==> src/source/rv32i_types.sv <==
package rv32i_types;

    // line geometry shared by cache, adapter and memory side
    localparam int LINE_BYTES     = 32;
    localparam int BEATS_PER_LINE = 4;

    // cache to burst memory
    typedef struct packed {
        logic [31:0] addr;      // line aligned
        logic        read;      // one cycle pulse
    } bmem_req_t;

    // burst memory to adapter, one 64-bit beat at a time
    typedef struct packed {
        logic [31:0] addr;
        logic [63:0] data;
        logic        valid;
    } bmem_resp_t;

    // fetch to cache
    typedef struct packed {
        logic [31:0] addr;      // word address
        logic        read;
    } fetch_req_t;

    typedef enum logic [1:0] {
        CACHE_IDLE,
        CACHE_MISS,
        CACHE_FILL
    } icache_state_t;

endpackage

==> src/source/cacheline_adapter.sv <==
`timescale 1ns/1ps

module cacheline_adapter (
    input  logic                                   clk,
    input  logic                                   rst,

    input  rv32i_types::bmem_resp_t                beat_i,

    output logic [rv32i_types::LINE_BYTES*8-1:0]   line_o,
    output logic                                   line_valid_o
);

    localparam int BEAT_BITS   = rv32i_types::LINE_BYTES * 8 / rv32i_types::BEATS_PER_LINE;
    localparam int CNT_BITS    = $clog2(rv32i_types::BEATS_PER_LINE);
    localparam int OFFSET_BITS = $clog2(rv32i_types::LINE_BYTES);

    logic [CNT_BITS-1:0] beat_cnt_q;
    logic                last_beat;

    assign last_beat = (beat_cnt_q == CNT_BITS'(rv32i_types::BEATS_PER_LINE - 1));

    always_ff @(posedge clk) begin
        if (rst) begin
            beat_cnt_q   <= '0;
            line_valid_o <= 1'b0;
        end else begin
            // pulse lands the cycle after the last beat
            line_valid_o <= beat_i.valid && last_beat;
            if (beat_i.valid) begin
                if (last_beat) begin
                    beat_cnt_q <= '0;     // ready for the next burst
                end else begin
                    beat_cnt_q <= beat_cnt_q + 1'b1;
                end
            end
        end
    end

    // beats arrive lowest address first, so the counter is the slot
    always_ff @(posedge clk) begin
        if (beat_i.valid) begin
            line_o[beat_cnt_q*BEAT_BITS +: BEAT_BITS] <= beat_i.data;
        end
    end

    // beat offset within the line has to match the slot it goes into
    a_beat_in_order: assert property (
        @(posedge clk) disable iff (rst)
        beat_i.valid |-> beat_i.addr[OFFSET_BITS-1 -: CNT_BITS] == beat_cnt_q
    ) else $error("memory beat out of address order");

endmodule

==> config.mk <==
export PLATFORM = sky130hd
export DESIGN_NAME = cacheline_adapter
export DESIGN_NICKNAME = d
export VERILOG_FILES = /design/src/source/rv32i_types.sv /design/src/source/cacheline_adapter.sv
export SDC_FILE = /design/constraint.sdc
export NUM_CORES = 1
export LEC_CHECK = 0
export ABC_AREA = 1
export BUFFER_PORTS_ARGS = -buffer_cell sky130_fd_sc_hd__clkbuf_2
export CAP_MARGIN = 30
export CORE_AREA = 2 2 125 188
export CTS_BUF_LIST = sky130_fd_sc_hd__clkbuf_8
export DETAILED_ROUTE_END_ITERATION = 10
export DIE_AREA = 0 0 127 190
export PLACE_DENSITY = 0.8
export SLEW_MARGIN = 0
export SYNTH_ARGS = -nofsm -noshare
export SYNTH_HDL_FRONTEND = slang
export SYNTH_SLANG_ARGS = --single-unit
==> constraint.sdc <==
create_clock -name clk -period 4.9 [get_ports clk]
set_input_delay 0.735 -clock clk [delete_from_list [all_inputs] [get_ports clk]]
set_output_delay 0.735 -clock clk [all_outputs]
set_load 0.01 [all_outputs]
==> impl_metrics.yaml <==
run_status:
  run_status: "finished, final reports clean"
placement:
  placed_area_um2: 11790
  place.port_buffers: 323
  place_hpwl_um: 17960
  gp_congestion: 0.8005
clock_network:
  tritoncts: "built"
  h-tree-depth: 2
  cts-hold-fix-buffers: 0
  cts.sink_count: 259
  post_cts_buffers: 0
  insertion_delay_to_the_later_sink_of_the_worst_skew_pair_ns: 0.55
  cts-root-to-sink-buffers: 3
  cts_resized: 0
  cts_buffers: 39
  clkSlewWorstSetupHoldPaths_ns: 0.08
  cts_root_buffer: "sky130_fd_sc_hd__clkbuf_8"
route:
  wl_met2_um: 14530
  dr_total_vias: 7320
  route.detailed.drc: 0
  routed_wirelength_um: 27910
  top_layer: "met5"
  via_per_inst: 5.137
  routedWlPerCell_um: 19.59
  postRouteAntennaNets: 0
  wirelength_met1_um: 10080
  detailedRoute.firstIterationViolations: 493
  drt_pre_antenna_iters: 5
  wl_met3_um: 2113
synth:
  post-synth-top-area-fraction_pct: 76.82
  synthMostInstantiatedCell: "sky130_fd_sc_hd__nor2_1"
  seq_cells_post_synth: 259
  synthDistinctLibCells: 16
  netlist_top_cells_area: "sky130_fd_sc_hd__edfxtp_1 77%, sky130_fd_sc_hd__nor2_1 9.7%, sky130_fd_sc_hd__nand2_1 5.3%"
  synth_enable_flop_cells: 256
  synth-async-reset-ratio_pct: 0
  synthCells: 792
  net_count_synth: 896
  synth.avg_cell_area_um2: 12.64
  seq_total_area_yosys_pct: 77.42
  synth_top_cell_by_area: "sky130_fd_sc_hd__edfxtp_1"
  top_reg_cell_synth: "sky130_fd_sc_hd__edfxtp_1"
  synth-warning-count: 0
  synth.cell_area_um2: 10010
  ys_top_cells_by_count: "259 x sky130_fd_sc_hd__nor2_1, 256 x sky130_fd_sc_hd__edfxtp_1, 141 x sky130_fd_sc_hd__nand2_1, 61 x sky130_fd_sc_hd__nand3_1, 26 x sky130_fd_sc_hd__buf_2"
sta:
  finalSetupViolations: 0
  drv_slew: 0
  min_period_over_period_pct: 68.99
  worst_clock_skew_ns: 0.02841
  finalHoldViolations: 0
  slew_headroom_pct: 34.78
  final.setup.tns_ns: 0
  final.min_clock_period_ns: 3.380
  worst_max_slew_pin_slew_ns: 0.9760
  timing.hold.ws_ns: 0.3741
  timing.fmax_mhz: 295.8
  rsz0062_at_grt: "false"
global_route:
  largest_net_degree_at_the_start_of_global_routing: 89
  grt_use_total_pct: 22.67
  grt_antenna_before_repair: 2
  overflow_left_after_global_routing: 0
  grt_pass1_wl_um: 41630
  grt_pass1_vias: 7371
die:
  die-height_um: 190
  boundaryPins: 356
  die_w_um: 127
  floorplan.initialDensity_pct: 44.22
  die_area_um2: 24130
  core.rowCount: 68
  floorplan.core_area_um2: 22630
worst_setup_path:
  critical_path.cell_chain: "inv_1 -> ha_1 -> nor2_4 -> buf_4 -> nand2_1 -> nor2_1"
  crit_path_max_fanout: 39
  critical_path.startpoint: "beat_cnt_q[0]"
  critical_path.n_buffers_inverters: 2
  critical_path.max_stage_delay_ns: 0.91
  worst_ep_required_time_ns: 5.29
  worstSetupPathType: "flip-flop to flip-flop"
  rr_startpoint: "beat_cnt_q[0]"
  cp_slowest_cell: "sky130_fd_sc_hd__dfxtp_2"
  category_of_the_worst_setup_path_capture_point: "flip-flop"
  kind_of_cell_adding_the_most_delay_to_the_critical_path: "simple AND/OR/NAND/NOR gates"
  worstPathArrival_ns: 3.78
  setup.worst_path.start_class: "flip-flop"
pwr:
  irDropWorstVdd_v: 0.0003273
  power_leakage_nw: 5.382
  power_density_over_cell_area_nw_per_um2: 378.1
cells_and_area:
  antennaDiodeCount: 0
  area_delta_synth_final_pct: 25.22
  stdcell_area_um2: 12530
  n_fill_cell: 1898
  layout.core_utilization_pct: 55.37
  layout-drive-gt1-share_pct: 34.41
  finalNetCount: 1223
min_path:
  holdCritPathClass: "input pin to flip-flop"
  hold_path.startpoint: "rst"
flow_run:
  maxCapViolCount: 0
-- kinds of logic after synthesis --
family	Yosys count	synth area share, %
buffers and inverters	62	3.513
AOI/OAI and AO/OA	1	0.04996
DFF	259	77.42
and+or+nand+nor	465	18.39
adders and majority gates	5	0.6252
-- final timing paths --
| check | endpoint | slack [ns] | depth (start not counted) |
|---|---|---|---|
| max reg2reg | line_o[54] | 1.52 | 6 |
| max | line_o[54] | 1.52 | 6 |
| min reg2reg | beat_cnt_q[1] | 0.53 | 2 |
| min | line_valid_o | 0.37 | 2 |
-- metrics by stage --
stage | power, W | worst slack, ns | cells
after floorplan | 0.002897 | 2.179 | 792
after global placement | 0.003074 | 1.605 | 1355
after detailed placement | 0.003090 | 1.562 | 1357
after CTS | 0.004766 | 1.513 | 1424
after global routing | 0.004905 | 1.236 | 1425
final | 0.004738 | 1.520 | 1425
-- registers in the layout (all words and copies together), names as in the netlist --
name          cells
line_o          256
beat_cnt_q        2
line_valid_o      1
-- cell type report --
class / instances / area [um^2] / share of cell area, %
Multi-Input combinational cell: 471 / 1911 / 15.25
Sequential cell: 259 / 7749 / 61.84
Inverter: 11 / 43.79 / 0.3495
Timing Repair Buffer: 337 / 1759 / 14.04
Clock buffer: 41 / 564.3 / 4.503
Tap cell: 280 / 350.3 / 2.796
Clock inverter: 26 / 153.9 / 1.228
-- layer usage --
layer | global-route usage, % | vias to the layer above
met4 | 10.90 | 4
met1 | 26.28 | 3510
met5 | 0 | -
met2 | 39.56 | 392
li1 | - | 3328
met3 | 5.231 | 86
-- layout by cell type, fill, tap and decap left out --
cell | netlist | final
sky130_fd_sc_hd__buf_4 | 1 | 11
sky130_fd_sc_hd__inv_2 | 1 | 4
sky130_fd_sc_hd__clkinv_1 | 0 | 9
sky130_fd_sc_hd__clkinv_2 | 0 | 3
sky130_fd_sc_hd__nor2_4 | 1 | 1
sky130_fd_sc_hd__inv_4 | 0 | 1
sky130_fd_sc_hd__buf_12 | 0 | 3
sky130_fd_sc_hd__nand3_2 | 1 | 1
sky130_fd_sc_hd__clkbuf_2 | 0 | 323
sky130_fd_sc_hd__nand3_1 | 61 | 61
sky130_fd_sc_hd__edfxtp_1 | 256 | 256
sky130_fd_sc_hd__nor2_1 | 259 | 259
sky130_fd_sc_hd__clkbuf_8 | 0 | 41
sky130_fd_sc_hd__nand2_2 | 2 | 3
sky130_fd_sc_hd__ha_1 | 5 | 5
sky130_fd_sc_hd__dfxtp_1 | 3 | 2
sky130_fd_sc_hd__inv_1 | 10 | 18
sky130_fd_sc_hd__dfxtp_2 | 0 | 1
sky130_fd_sc_hd__nand2_1 | 141 | 140
sky130_fd_sc_hd__bufinv_16 | 0 | 2
sky130_fd_sc_hd__a21oi_1 | 1 | 1
-- report_power, final --
| part | internal, W | leakage, nW | switching (W) |
|---|---|---|---|
| sequential | 0.00251 | 2.73 | 0.0000265 |
| clock | 0.000876 | 0.413 | 0.000818 |
| combinational | 0.000124 | 2.24 | 0.000387 |
-- worst register-to-register path: stages, from the launching register on --
cell                      delay, ns
sky130_fd_sc_hd__dfxtp_2       0.91
sky130_fd_sc_hd__inv_1         0.29
sky130_fd_sc_hd__ha_1          0.46
sky130_fd_sc_hd__nor2_4        0.78
sky130_fd_sc_hd__buf_4         0.53
sky130_fd_sc_hd__nand2_1       0.14
sky130_fd_sc_hd__nor2_1        0.11
No activity file was read; power rests on OpenSTA's default activity.
