File: src/source/inst_queue.sv
`timescale 1ns/1ps

module inst_queue #(
    parameter int QUEUE_DEPTH = 16
) (
    input  logic        clk,
    input  logic        rst,

    input  logic [31:0] wdata_i,
    input  logic        push_i,
    input  logic        pop_i,

    output logic [31:0] rdata_o,
    output logic        empty_o,
    output logic        near_full_o
);

    localparam int PTR_BITS = $clog2(QUEUE_DEPTH);
    localparam int CNT_BITS = $clog2(QUEUE_DEPTH + 1);

    logic [31:0]         mem_q [QUEUE_DEPTH];
    logic [PTR_BITS-1:0] wr_ptr_q, rd_ptr_q;
    logic [CNT_BITS-1:0] count_q;
    logic                do_pop;

    function automatic logic [PTR_BITS-1:0] ptr_inc(input logic [PTR_BITS-1:0] ptr);
        logic [PTR_BITS-1:0] next;
        next = (ptr == PTR_BITS'(QUEUE_DEPTH - 1)) ? '0 : ptr + 1'b1;
        return next;
    endfunction

    assign do_pop = pop_i && !empty_o;    // pops on empty are dropped

    always_ff @(posedge clk) begin
        if (rst) begin
            wr_ptr_q <= '0;
            rd_ptr_q <= '0;
            count_q  <= '0;
        end else begin
            if (push_i) wr_ptr_q <= ptr_inc(wr_ptr_q);
            if (do_pop) rd_ptr_q <= ptr_inc(rd_ptr_q);
            unique case ({push_i, do_pop})
                2'b10:   count_q <= count_q + 1'b1;
                2'b01:   count_q <= count_q - 1'b1;
                default: count_q <= count_q;
            endcase
        end
    end

    always_ff @(posedge clk) begin
        if (push_i) begin
            mem_q[wr_ptr_q] <= wdata_i;
        end
    end

    assign rdata_o = mem_q[rd_ptr_q];
    assign empty_o = (count_q == '0);

    // one slot kept back for the response still in flight
    assign near_full_o = (count_q >= CNT_BITS'(QUEUE_DEPTH - 1));

    a_no_push_full: assert property (
        @(posedge clk) disable iff (rst)
        push_i |-> count_q != CNT_BITS'(QUEUE_DEPTH)
    ) else $error("push into full instruction queue");

    a_count_bound: assert property (
        @(posedge clk) disable iff (rst)
        count_q <= CNT_BITS'(QUEUE_DEPTH)
    ) else $error("instruction queue count out of range");

endmodule

File: config.mk
export PLATFORM = sky130hd
export DESIGN_NAME = inst_queue
export DESIGN_NICKNAME = d
export VERILOG_FILES = /design/src/source/inst_queue.sv
export SDC_FILE = /design/constraint.sdc
export NUM_CORES = 1
export LEC_CHECK = 0
export ABC_AREA = 1
export BUFFER_PORTS_ARGS = -buffer_cell sky130_fd_sc_hd__buf_4
export CORE_MARGIN = 4
export CORE_UTILIZATION = 30
export DETAILED_ROUTE_END_ITERATION = 10
export PLACE_DENSITY_LB_ADDON = 0.15
export SETUP_SLACK_MARGIN = 0.2
export SYNTH_ARGS = -nofsm -noshare
export SYNTH_HDL_FRONTEND = slang
export SYNTH_SLANG_ARGS = --single-unit
File: constraint.sdc
create_clock -name clk -period 3.35 [get_ports clk]
set_input_delay 0 -clock clk [delete_from_list [all_inputs] [get_ports clk]]
set_output_delay 0 -clock clk [all_outputs]
set_load 0.005 [all_outputs]
==> results of run 1 <==
-- critical path, stage by stage, from the launching register on --
cell	delay (ns)
sky130_fd_sc_hd__dfxtp_4	0.60
sky130_fd_sc_hd__buf_12	0.32
sky130_fd_sc_hd__buf_4	0.42
sky130_fd_sc_hd__nand2_1	0.10
sky130_fd_sc_hd__o211ai_1	0.09
sky130_fd_sc_hd__nand3_1	0.13
sky130_fd_sc_hd__nand3_1	0.11
sky130_fd_sc_hd__nand2_1	0.09
sky130_fd_sc_hd__buf_4	0.14
-- repair_timing --
action | in CTS | in global routing
endpoints found under the hold margin | 529 | 0
hold buffers | 36 | 0
gates resized for setup | 0 | 0
-- metal layers --
metal / track usage [%] / vias up / share of wire [%] / routed length (um)
li1: - / 6412 / - / -
met1: 20.5 / 6562 / 48 / 27200
met3: 2.18 / 73 / 3.3 / 1870
met4: 3.42 / 0 / 2.0 / 1140
met2: 23.1 / 215 / 47 / 26700
met5: 0 / - / 0 / 0
-- placed cells by master (no fill, tap or decap), drive strengths merged --
| cell | n |
|---|---|
| a21oi | 138 |
| buf | 109 |
| clkbuf | 75 |
| clkinv | 22 |
| dfxtp | 17 |
| dlygate4sd3 | 36 |
| edfxtp | 512 |
| ha | 8 |
| inv | 282 |
| nand2 | 191 |
| nand3 | 202 |
| nand3b | 1 |
| nand4 | 2 |
| nor2 | 25 |
| nor3 | 1 |
| o211ai | 128 |
| o21a | 1 |
| o21ai | 137 |
| xnor2 | 2 |
| xor2 | 3 |
-- synth_stat cells --
library cell                 n
sky130_fd_sc_hd__nor3_1      1
sky130_fd_sc_hd__a21oi_1    34
sky130_fd_sc_hd__buf_12      1
sky130_fd_sc_hd__buf_4       5
sky130_fd_sc_hd__a21oi_2   104
sky130_fd_sc_hd__ha_1        8
sky130_fd_sc_hd__o21ai_0    37
sky130_fd_sc_hd__buf_2      23
sky130_fd_sc_hd__o211ai_1  110
sky130_fd_sc_hd__nand3b_1    1
sky130_fd_sc_hd__inv_2       1
sky130_fd_sc_hd__inv_1     280
sky130_fd_sc_hd__buf_6      39
sky130_fd_sc_hd__nand2_1   191
sky130_fd_sc_hd__edfxtp_1  512
sky130_fd_sc_hd__o21ai_1   100
sky130_fd_sc_hd__buf_1       6
sky130_fd_sc_hd__o21a_1      1
sky130_fd_sc_hd__nand3_1   202
sky130_fd_sc_hd__nor2_1     25
sky130_fd_sc_hd__xnor2_1     2
sky130_fd_sc_hd__o211ai_2   18
sky130_fd_sc_hd__clkbuf_1   25
sky130_fd_sc_hd__nand4_1     2
sky130_fd_sc_hd__clkbuf_2    7
sky130_fd_sc_hd__xor2_1      3
sky130_fd_sc_hd__dfxtp_1    17
sky130_fd_sc_hd__buf_8       1
-- how the worst max path moves through the flow --
stage,startpoint,endpoint,slack [ns],cells after the start
finish,register,rdata_o[6],0.68,8
global route,register,rdata_o[6],0.44,8
CTS,register,rdata_o[3],0.56,6
detailed placement,count_q[0]$_SDFFE_PP0P_,count_q[2]$_SDFFE_PP0P_,1.00,14
global placement,count_q[0]$_SDFFE_PP0P_,count_q[4]$_SDFFE_PP0P_,1.09,17
floorplan,wr_ptr_q[1]$_SDFFE_PP0P_,mem_q[12][0]$_DFFE_PP_,0.92,4
-- cells by family after synthesis --
family,after synthesis,synth area share (%)
compound gates,404,12.6
xor+xnor,5,0.196
fa+ha+maj,8,0.448
buf+inv,388,8.20
flops,529,70.3
simple gates,422,8.26
-- area by class of cell --
cell class | instances | area (um^2) | area share (%)
Tap cell | 959 | 1200 | 4.63
Multi-Input combinational cell | 839 | 4940 | 19.0
Clock buffer | 75 | 1520 | 5.84
Inverter | 281 | 1050 | 4.07
Sequential cell | 529 | 15700 | 60.7
Timing Repair Buffer | 145 | 1370 | 5.27
Clock inverter | 23 | 128 | 0.492
-- flip-flops by register name, summed over array words and instances (netlist names), named ones only --
register and count:
mem_q 512, count_q 5, rd_ptr_q 4, wr_ptr_q 4
-- through the flow --
stage	total power [uW]	util, %
floorplan	10800	-
finish	17500	35.3
global placement	12000	32.6
detailed placement	12000	32.6
CTS	17800	35.3
global route	18500	35.3
-- power breakdown --
part | switching [uW] | internal, uW | total [uW] | leakage, uW
registers | 179 | 7390 | 7560 | 0.00477
logic | 2600 | 1610 | 4200 | 0.00352
clock network | 2570 | 3150 | 5720 | 0.000801
total | 5340 | 12100 | 17500 | 0.00909
==> impl_metrics.sql, run 1 <==
INSERT INTO impl_metrics (metric_group, metric, value, unit) VALUES
('power', 'leakage', '0.00909', 'uW'),
('yosys', 'post_syn_area', '22400', 'um^2'),
('place', 'routabilityCongestion', '0.733', ''),
('sta', 'setup_violations', '0', ''),
('sta', 'worst-slew-pin-transition', '0.982', 'ns'),
('layout', 'layout-area-overhead-vs-synth', '15.9', '%'),
('sta', 'timing_hold_violations_final', '0', ''),
('routing', 'drt-initial-drc-count', '1044', ''),
('place', 'detailedPlacementHpwl', '31500', 'um'),
('worst_setup_path', 'critPathRequiredTime', '3.35', 'ns'),
('routing', 'vias_per_cell', '4.65', ''),
('yosys', 'synth_fp_nets', '1800', ''),
('layout', 'finish.net_count', '1898', ''),
('floorplan', 'core_area', '73500', 'um^2'),
('floorplan', 'die_width', '281', 'um'),
('worst_hold_path', 'path_class_of_the_lowest_slack_min_delay_path', 'input pin to register', ''),
('yosys', 'synth.top_cells.by_area', 'sky130_fd_sc_hd__edfxtp_1 (69%), sky130_fd_sc_hd__inv_1 (4.7%), sky130_fd_sc_hd__nand3_1 (4.5%)', ''),
('worst_setup_path', 'crit_arrival', '2.67', 'ns'),
('grt', 'track_usage', '14.4', '%'),
('layout', 'n_fill_cell', '7163', ''),
('sta', 'final.hold.worst_slack', '0.240', 'ns'),
('clock_tree', 'clock-root-buffer', 'sky130_fd_sc_hd__clkbuf_16', ''),
('yosys', 'netlist.top_cell.by_area', 'sky130_fd_sc_hd__edfxtp_1', ''),
('worst_setup_path', 'r2r.worst_path.cells', '14', ''),
('place', 'instance_count_after_placement_with_tap_cells_included', '2717', ''),
('grt', 'maximum_number_of_pins_on_one_net_before_global_route_repair', '122', ''),
('clock_tree', 'worst_skew_pair.late_latency', '0.62', 'ns'),
('sta', 'timing.final.crit_share', '79.6', '%'),
('floorplan', 'boundaryPins', '70', ''),
('worst_setup_path', 'kind_of_critical_path', 'register to output port', ''),
('layout', 'n_antenna_cell', '0', ''),
('grt', 'grt_pass1_wl', '85700', 'um'),
('worst_hold_path', 'hold_start', 'wdata_i[29]', ''),
('worst_setup_path', 'worstReg2RegStart', 'count_q[0]$_SDFFE_PP0P_', ''),
('clock_tree', 'post-cts-setup-buffer-count', '0', ''),
('floorplan', 'initial_utilization', '30.4', '%'),
('yosys', 'postSynthAreaPerCell', '12.7', 'um^2'),
('yosys', 'synthDominantCellAreaShare', '68.7', '%'),
('routing', 'num_vias', '13300', ''),
('place', 'post_dp_cell_area', '23900', 'um^2'),
('worst_setup_path', 'worst_setup_path_end_kind', 'output port', ''),
('sta', 'timing.final.crit_period', '2.67', 'ns'),
('yosys', 'share_of_synthesized_area_occupied_by_flip_flops_and_latches', '70.3', '%'),
('clock_tree', 'cts_tree', 'built', ''),
('layout', 'layout-drive-gt1-share', '16.9', '%'),
('layout', 'fin_area', '25900', 'um^2'),
('routing', 'drt_first_pass_iters', '5', ''),
('clock_tree', 'ctsLongestPathBuffers', '3', ''),
('routing', 'postRouteAntennaNets', '0', ''),
('place', 'total_of_buffers_placed_on_input_and_output_ports', '69', ''),
('routing', 'route.detailed.drc', '0', ''),
('sta', 'maxSlewViolCount', '0', ''),
('floorplan', 'rows', '99', ''),
('worst_hold_path', 'instance_count_along_the_most_critical_hold_path', '2', ''),
('grt', 'first_global_vias', '13100', ''),
('yosys', 'syn-instance-count', '1756', ''),
('floorplan', 'dieHeight', '281', 'um'),
('sta', 'fin_ws', '0.683', 'ns'),
('routing', 'avgRoutedWirePerCell', '20.0', 'um'),
('clock_tree', 'clock_sink_count', '529', ''),
('routing', 'drt-total-wl', '56900', 'um'),
('power', 'irDropWorstVdd', '0.384', 'mV'),
('worst_setup_path', 'timing.rr.end', 'count_q[2]$_SDFFE_PP0P_', ''),
('sta', 'slew-limit-headroom', '34.4', '%'),
('worst_setup_path', 'crit_path_max_fanout', '54', ''),
('run', 'max-cap-violations', '0', ''),
('clock_tree', 'clock_slew_seen_by_the_registers_of_the_worst_setup_and_hold_paths', '0.06', 'ns'),
('worst_setup_path', 'setup.reg_to_reg.worst_slack', '0.96', 'ns'),
('outcome', 'outcome', 'finished clean', ''),
('clock_tree', 'h_tree_depth', '2', ''),
('grt', 'antenna_found_initial', '1', '');
Power figures use the tool's default switching activity.
==> run 2: changes to the inputs <==
--- a/config.mk
+++ b/config.mk
@@ -5,7 +5,7 @@
 export SDC_FILE = /design/constraint.sdc
 export NUM_CORES = 1
 export LEC_CHECK = 0
-export ABC_AREA = 1
+export ABC_AREA = 0
 export BUFFER_PORTS_ARGS = -buffer_cell sky130_fd_sc_hd__buf_4
 export CORE_MARGIN = 4
 export CORE_UTILIZATION = 30
==> constraint.sdc (replaced) <==
create_clock -name clk -period 2.7 [get_ports clk]
set_input_delay 0 -clock clk [delete_from_list [all_inputs] [get_ports clk]]
set_output_delay 0 -clock clk [all_outputs]
set_load 0.005 [all_outputs]
==> impl_metrics.sql, run 2 <==
INSERT INTO impl_metrics (metric_group, metric, value, unit) VALUES
('outcome', 'outcome', 'finished clean', ''),
('power', 'power.density_cell_area', '853', 'nW/um^2'),
('layout', 'biggestRegsByFlops', 'mem_q x512, count_q x5', ''),
('clock_tree', 'clock_sink_count', '529', ''),
('yosys', 'syn-instance-count', '821', ''),
('layout', 'n_antenna_cell', '0', ''),
('routing', 'drt-total-wl', '48500', 'um'),
('power', 'leakage', '0.00783', 'uW'),
('layout', 'largest_register_ff_count', '512', ''),
('place', 'pre_cts_slack', '0.226', 'ns'),
('yosys', 'synth.top_cells.by_area', 'sky130_fd_sc_hd__edfxtp_1 (76%), sky130_fd_sc_hd__mux4_2 (14%), sky130_fd_sc_hd__mux4_1 (4.1%)', ''),
('sta', 'slew-limit-headroom', '62.1', '%'),
('layout', 'layout-drive-gt1-share', '36.1', '%'),
('worst_setup_path', 'critPathRequiredTime', '2.70', 'ns'),
('clock_tree', 'clock_slew_seen_by_the_registers_of_the_worst_setup_and_hold_paths', '0.06', 'ns'),
('clock_tree', 'h_tree_depth', '2', ''),
('worst_setup_path', 'kind_of_critical_path', 'register to output port', ''),
('layout', 'layoutNonFillerInstCount', '1918', ''),
('layout', 'n_fill_cell', '6026', ''),
('layout', 'area_of_the_multi_input_gates', '4320', 'um^2'),
('layout', 'finish.net_count', '1050', ''),
('sta', 'timing_hold_violations_final', '0', ''),
('run', 'max-cap-violations', '0', ''),
('clock_tree', 'cts_made_buffers', '58', ''),
('place', 'routabilityCongestion', '0.677', ''),
('grt', 'maximum_number_of_pins_on_one_net_before_global_route_repair', '45', ''),
('grt', 'first_global_vias', '10100', ''),
('layout', 'layout-area-overhead-vs-synth', '23.1', '%'),
('sta', 'final.hold.worst_slack', '0.221', 'ns'),
('clock_tree', 'clock-root-buffer', 'sky130_fd_sc_hd__clkbuf_16', ''),
('layout', 'layout.cells.most_common_list', 'sky130_fd_sc_hd__edfxtp_1 (512), sky130_fd_sc_hd__mux4_2 (147), sky130_fd_sc_hd__buf_4 (67), sky130_fd_sc_hd__clkbuf_16 (63), sky130_fd_sc_hd__dlygate4sd3_1 (35)', ''),
('routing', 'vias_per_cell', '4.77', ''),
('grt', 'global_route_met1_usage', '19.1', '%'),
('routing', 'num_vias', '9144', ''),
('yosys', 'asyncSetResetFlopFracSynth', '0', '%'),
('floorplan', 'rows', '95', ''),
('worst_setup_path', 'worst_setup_path_end_kind', 'output port', ''),
('grt', 'antenna_found_initial', '2', ''),
('clock_tree', 'worst_skew_pair.late_latency', '0.60', 'ns'),
('yosys', 'post_syn_area', '20300', 'um^2'),
('yosys', 'post_synth_most_frequent_cells', 'sky130_fd_sc_hd__edfxtp_1 (512), sky130_fd_sc_hd__mux4_2 (128), sky130_fd_sc_hd__mux4_1 (32), sky130_fd_sc_hd__clkbuf_1 (21), sky130_fd_sc_hd__dfxtp_1 (17)', ''),
('floorplan', 'die_width', '268', 'um'),
('yosys', 'postSynthAreaPerCell', '24.8', 'um^2'),
('sta', 'fin_ws', '0.103', 'ns'),
('yosys', 'ys_types', '36', ''),
('grt', 'aggregate_global_routing_overflow', '0', ''),
('grt', 'grt-busiest-layer', 'met2', ''),
('routing', 'drt-initial-drc-count', '534', ''),
('sta', 'achievable-frequency', '385', 'MHz'),
('routing', 'postRouteAntennaNets', '0', ''),
('yosys', 'yosys_warnings', '0', ''),
('yosys', 'synthDominantCellAreaShare', '75.6', '%'),
('floorplan', 'dieHeight', '268', 'um'),
('place', 'instance_count_after_placement_with_tap_cells_included', '1756', ''),
('grt', 'grt_use_met2', '22.2', '%'),
('worst_setup_path', 'crit_path_max_fanout', '7', ''),
('sta', 'rsz_0062_raised_after_global_routing', 'yes', ''),
('sta', 'worst-slew-pin-transition', '0.569', 'ns'),
('routing', 'route.detailed.drc', '0', ''),
('place', 'post_dp_cell_area', '22300', 'um^2'),
('sta', 'timing.final.crit_share', '96.2', '%'),
('sta', 'setup_tns', '0', 'ns'),
('floorplan', 'initial_utilization', '30.3', '%'),
('worst_hold_path', 'path_class_of_the_lowest_slack_min_delay_path', 'input pin to register', ''),
('yosys', 'post-synth-top-count-cell', 'sky130_fd_sc_hd__edfxtp_1', ''),
('yosys', 'predominant_post_synthesis_flop_cell', 'sky130_fd_sc_hd__edfxtp_1', ''),
('grt', 'track_usage', '13.6', '%'),
('sta', 'timing.clock.skew', '0.0149', 'ns'),
('layout', 'fin_area', '25000', 'um^2'),
('floorplan', 'core_area', '67200', 'um^2'),
('worst_setup_path', 'setup.worst_path.start_class', 'register', ''),
('routing', 'drt_first_pass_iters', '4', ''),
('yosys', 'synth_fp_nets', '865', ''),
('worst_setup_path', 'crit_arrival', '2.60', 'ns'),
('grt', 'grt_pass1_wl', '70700', 'um'),
('clock_tree', 'cts_tree', 'built', ''),
('grt', 'use_met3', '2.62', '%'),
('sta', 'setup_violations', '0', ''),
('routing', 'avgRoutedWirePerCell', '25.3', 'um'),
('yosys', 'netlist.top_cell.by_area', 'sky130_fd_sc_hd__edfxtp_1', ''),
('sta', 'maxSlewViolCount', '0', ''),
('yosys', 'share_of_synthesized_area_occupied_by_flip_flops_and_latches', '77.3', '%'),
('yosys', 'synth_enable_flop_cells', '512', ''),
('floorplan', 'die_outline_area', '72000', 'um^2'),
('place', 'total_of_buffers_placed_on_input_and_output_ports', '69', ''),
('place', 'detailedPlacementHpwl', '25000', 'um'),
('layout', 'mostFrequentLayoutCell', 'sky130_fd_sc_hd__edfxtp_1', ''),
('yosys', 'synth-seq-cells', '529', ''),
('layout', 'seq_area', '15700', 'um^2'),
('clock_tree', 'ctsLongestPathBuffers', '3', ''),
('sta', 'timing.final.crit_period', '2.60', 'ns'),
('power', 'irDropWorstVdd', '0.411', 'mV'),
('layout', 'registers.top_by_ff_count', 'mem_q', ''),
('floorplan', 'boundaryPins', '70', '');
[run 2: final cells by class]
type / instances / area share [%]
inverters: 5 / 0.0750
multi-input cells: 247 / 17.3
clock inverters: 18 / 0.745
well taps: 873 / 4.36
repair buffers: 165 / 8.47
flip-flops and latches: 529 / 62.8
clock buffers: 81 / 6.23
[run 2: repair_timing]
| action | CTS | global route |
|---|---|---|
| gates cloned | 13 | 4 |
| pin swaps | 0 | 2 |
| hold buffers | 35 | 0 |
| buffers inserted | 11 | 0 |
| hold endpoints to repair | 529 | 0 |
| resized for setup | 40 | 22 |
| endpoints found under the setup margin | 32 | 35 |
[run 2: per-layer routing]
metal / vias to the layer above / wire length (um)
met1: 4990 / 22300
met5: - / 13
met4: 2 / 746
met3: 65 / 1740
li1: 3946 / -
met2: 141 / 23700
[run 2: kinds of logic after synthesis]
| family | after synthesis | share of synthesized area, % |
|---|---|---|
| xor+xnor | 6 | 0.259 |
| fa+ha+maj | 8 | 0.492 |
| buf+inv | 45 | 1.37 |
| mux | 166 | 18.6 |
| flops | 529 | 77.3 |
| compound gates | 19 | 0.640 |
| simple gates | 48 | 1.30 |
[run 2: final timing paths]
| kind | start | to | slack (ns) | depth (start not counted) |
|---|---|---|---|---|
| setup reg to reg | count_q[1]$_SDFFE_PP0P_ | count_q[4]$_SDFFE_PP0P_ | 0.33 | 9 |
| hold / removal | rst | count_q[2]$_SDFFE_PP0P_ | 0.22 | 3 |
| setup / recovery | register | rdata_o[17] | 0.10 | 6 |
| hold reg to reg | rd_ptr_q[3]$_SDFFE_PP0N_ | register | 0.51 | 2 |
[run 2: through the flow]
step | power, uW | util [%]
5_1_grt | 22300 | 37.3
3_5_place_dp | 12900 | 33.1
2_1_floorplan | 11900 | -
6_report | 21400 | 37.3
4_1_cts | 21500 | 37.1
3_3_place_gp | 12900 | 33.1
[run 2: worst max-delay path, cell delays in order (launching register included)]
cell and delay, ns:
sky130_fd_sc_hd__dfxtp_4 0.36, sky130_fd_sc_hd__buf_12 0.14, sky130_fd_sc_hd__buf_12 0.16, sky130_fd_sc_hd__clkbuf_16 0.17, sky130_fd_sc_hd__mux4_2 0.50, sky130_fd_sc_hd__mux4_2 0.53, sky130_fd_sc_hd__buf_6 0.15
[run 2: report_power, final]
group | internal [uW] | switching [uW]
clock network | 4360 | 3030
logic | 2860 | 1880
registers | 9140 | 99.9
total | 16400 | 5010
==> run 3: changes to the inputs <==
--- a/config.mk
+++ b/config.mk
@@ -11,6 +11,7 @@
 export CORE_UTILIZATION = 30
 export DETAILED_ROUTE_END_ITERATION = 10
 export PLACE_DENSITY_LB_ADDON = 0.15
+export RECOVER_POWER = 25
 export SETUP_SLACK_MARGIN = 0.2
 export SYNTH_ARGS = -nofsm -noshare
 export SYNTH_HDL_FRONTEND = slang
==> impl_metrics.sql, run 3 (synthesis results as in run 2) <==
INSERT INTO impl_metrics (metric_group, metric, value, unit) VALUES
('worst_setup_path', 'crit_arrival', '2.60', 'ns'),
('sta', 'maxSlewViolCount', '0', ''),
('worst_hold_path', 'path_class_of_the_lowest_slack_min_delay_path', 'input pin to register', ''),
('routing', 'met1_length', '22300', 'um'),
('grt', 'maximum_number_of_pins_on_one_net_before_global_route_repair', '45', ''),
('grt', 'first_global_vias', '10100', ''),
('place', 'routabilityCongestion', '0.677', ''),
('sta', 'setup_tns', '0', 'ns'),
('run', 'max-cap-violations', '0', ''),
('clock_tree', 'ctsLongestPathBuffers', '3', ''),
('clock_tree', 'clock_slew_seen_by_the_registers_of_the_worst_setup_and_hold_paths', '0.06', 'ns'),
('worst_setup_path', 'cp_cell_sequence', 'buf_12, buf_12, clkbuf_16, mux4_2, mux4_2, buf_6', ''),
('grt', 'antenna_found_initial', '2', ''),
('clock_tree', 'cts_tree', 'built', ''),
('worst_setup_path', 'critPathRequiredTime', '2.70', 'ns'),
('grt', 'aggregate_global_routing_overflow', '0', ''),
('layout', 'finish.net_count', '1050', ''),
('clock_tree', 'clock-root-buffer', 'sky130_fd_sc_hd__clkbuf_16', ''),
('clock_tree', 'cts_made_buffers', '58', ''),
('worst_setup_path', 'worst_setup_path_end_kind', 'output port', ''),
('routing', 'avgRoutedWirePerCell', '25.3', 'um'),
('layout', 'largest_register_ff_count', '512', ''),
('place', 'detailedPlacementHpwl', '25000', 'um'),
('power', 'p_switching', '5000', 'uW'),
('layout', 'layout-area-overhead-vs-synth', '22.8', '%'),
('layout', 'layout.cells.most_common_list', 'sky130_fd_sc_hd__edfxtp_1 (512), sky130_fd_sc_hd__mux4_2 (147), sky130_fd_sc_hd__clkbuf_16 (63), sky130_fd_sc_hd__buf_4 (49), sky130_fd_sc_hd__clkbuf_1 (40)', ''),
('sta', 'rsz_0062_raised_after_global_routing', 'yes', ''),
('routing', 'drt_first_pass_iters', '4', ''),
('routing', 'vias_per_cell', '4.78', ''),
('sta', 'setup_violations', '0', ''),
('floorplan', 'core_area', '67200', 'um^2'),
('routing', 'wl_met3', '1770', 'um'),
('layout', 'postLayoutCoreUtil', '37.2', '%'),
('worst_setup_path', 'critPathCapture', 'rdata_o[17]', ''),
('power', 'power.switching_fraction', '23.4', '%'),
('floorplan', 'die_width', '268', 'um'),
('layout', 'biggestRegsByFlops', 'mem_q x512, count_q x5', ''),
('floorplan', 'die_outline_area', '72000', 'um^2'),
('floorplan', 'rows', '95', ''),
('floorplan', 'boundaryPins', '70', ''),
('worst_setup_path', 'kind_of_critical_path', 'register to output port', ''),
('layout', 'n_fill_cell', '6036', ''),
('clock_tree', 'worst_skew_pair.late_latency', '0.60', 'ns'),
('worst_setup_path', 'timing.critical_path.slowest_cell_delay', '0.53', 'ns'),
('worst_setup_path', 'cp_slowest_cell', 'sky130_fd_sc_hd__mux4_2', ''),
('sta', 'achievable-frequency', '385', 'MHz'),
('sta', 'timing.clock.skew', '0.0143', 'ns'),
('grt', 'track_usage', '13.6', '%'),
('layout', 'layout-drive-gt1-share', '34.4', '%'),
('clock_tree', 'clock_sink_count', '529', ''),
('power', 'internal_power', '16300', 'uW'),
('power', 'pwr-share-clk', '34.6', '%'),
('clock_tree', 'h_tree_depth', '2', ''),
('grt', 'grt_pass1_wl', '70700', 'um'),
('place', 'total_of_buffers_placed_on_input_and_output_ports', '69', ''),
('sta', 'timing.final.crit_period', '2.60', 'ns'),
('power', 'leakage', '0.00776', 'uW'),
('sta', 'worst-slew-pin-transition', '0.669', 'ns'),
('power', 'irDropWorstVdd', '0.411', 'mV'),
('sta', 'slew-limit-headroom', '55.4', '%'),
('layout', 'n_antenna_cell', '0', ''),
('routing', 'num_vias', '9167', ''),
('routing', 'drt-total-wl', '48500', 'um'),
('worst_setup_path', 'setup.worst_path.start_class', 'register', ''),
('power', 'p_total', '21300', 'uW'),
('worst_setup_path', 'crit_path_max_fanout', '7', ''),
('worst_setup_path', 'r2r.worst_path.cells', '9', ''),
('worst_setup_path', 'setup.reg_to_reg.worst_slack', '0.33', 'ns'),
('power', 'power.density_cell_area', '855', 'nW/um^2'),
('sta', 'final.hold.worst_slack', '0.220', 'ns'),
('sta', 'timing_hold_violations_final', '0', ''),
('routing', 'drt-initial-drc-count', '547', ''),
('routing', 'postRouteAntennaNets', '0', ''),
('floorplan', 'dieHeight', '268', 'um'),
('routing', 'topRoutingLayerUsed', 'met5', ''),
('power', 'share_seq_of_total_power', '43.3', '%'),
('layout', 'mostFrequentLayoutCell', 'sky130_fd_sc_hd__edfxtp_1', ''),
('outcome', 'outcome', 'finished clean', ''),
('floorplan', 'initial_utilization', '30.3', '%'),
('power', 'logic_gate_share_of_total_power', '22.1', '%'),
('worst_setup_path', 'timing.rr.end', 'count_q[4]$_SDFFE_PP0P_', ''),
('routing', 'route.detailed.drc', '0', ''),
('routing', 'wl_met2', '23700', 'um'),
('sta', 'timing.final.crit_share', '96.2', '%'),
('layout', 'registers.top_by_ff_count', 'mem_q', ''),
('worst_setup_path', 'worstReg2RegStart', 'count_q[1]$_SDFFE_PP0P_', '');
[run 3: worst min-delay path by stage]
stage                      from                  endpoint  cells past startpoint
floorplan                   rst  wr_ptr_q[3]$_SDFFE_PP0P_                      1
global placement    wdata_i[29]   mem_q[15][29]$_DFFE_PP_                      1
detailed placement  wdata_i[25]   mem_q[14][25]$_DFFE_PP_                      1
CTS                         rst   count_q[2]$_SDFFE_PP0P_                      3
global route                rst   count_q[2]$_SDFFE_PP0P_                      3
finish                      rst   count_q[2]$_SDFFE_PP0P_                      3
[run 3: per-layer routing]
layer  global-route usage [%]  vias to the layer above
met5                        0                        -
met4                     2.81                        2
met3                     2.62                       65
met2                     22.2                      146
met1                     19.1                     5007
li1                         -                     3947
[run 3: final cells by class]
| type | count | area, um^2 | area share, % |
|---|---|---|---|
| Clock buffer | 81 | 1560 | 6.25 |
| Clock inverter | 18 | 186 | 0.747 |
| Inverter | 5 | 18.8 | 0.0752 |
| Multi-Input combinational cell | 247 | 4320 | 17.3 |
| Sequential cell | 529 | 15700 | 63.0 |
| Tap cell | 873 | 1090 | 4.38 |
| Timing Repair Buffer | 165 | 2050 | 8.23 |
[run 3: through the flow]
| stage | instance area (um^2) | instances | setup WS [ns] |
|---|---|---|---|
| after detailed placement | 22300 | 1756 | 0.226 |
| final | 25000 | 1918 | 0.101 |
| after CTS | 24900 | 1914 | 0.0403 |
| after global routing | 25000 | 1918 | 0.0281 |
| after global placement | 22300 | 1756 | 0.225 |
| after floorplan | 20400 | 821 | 0.117 |
[run 3: power groups by stage]
stage          Clock (uW)  Sequential [uW]  Combinational (uW)
2_1_floorplan           0             9350                2510
3_3_place_gp            0             9420                3480
3_5_place_dp            0             9430                3490
4_1_cts              7630             9230                4650
5_1_grt              7980             9250                5050
6_report             7390             9240                4720
[run 3: worst max-delay path: cells and delay by family, from the launching register on]
kind / cells / cell delay [ns]
flip-flops: 1 / 0.36
multiplexers: 2 / 1.02
buffers and inverters: 4 / 0.62
[run 3: repair_timing]
action / CTS / global route
endpoints found under the setup margin: 32 / 35
gates resized for setup: 40 / 22
gates cloned: 13 / 4
hold buffers: 35 / 0
buffers inserted: 11 / 0
hold endpoints to repair: 529 / 0
pin swaps: 0 / 2
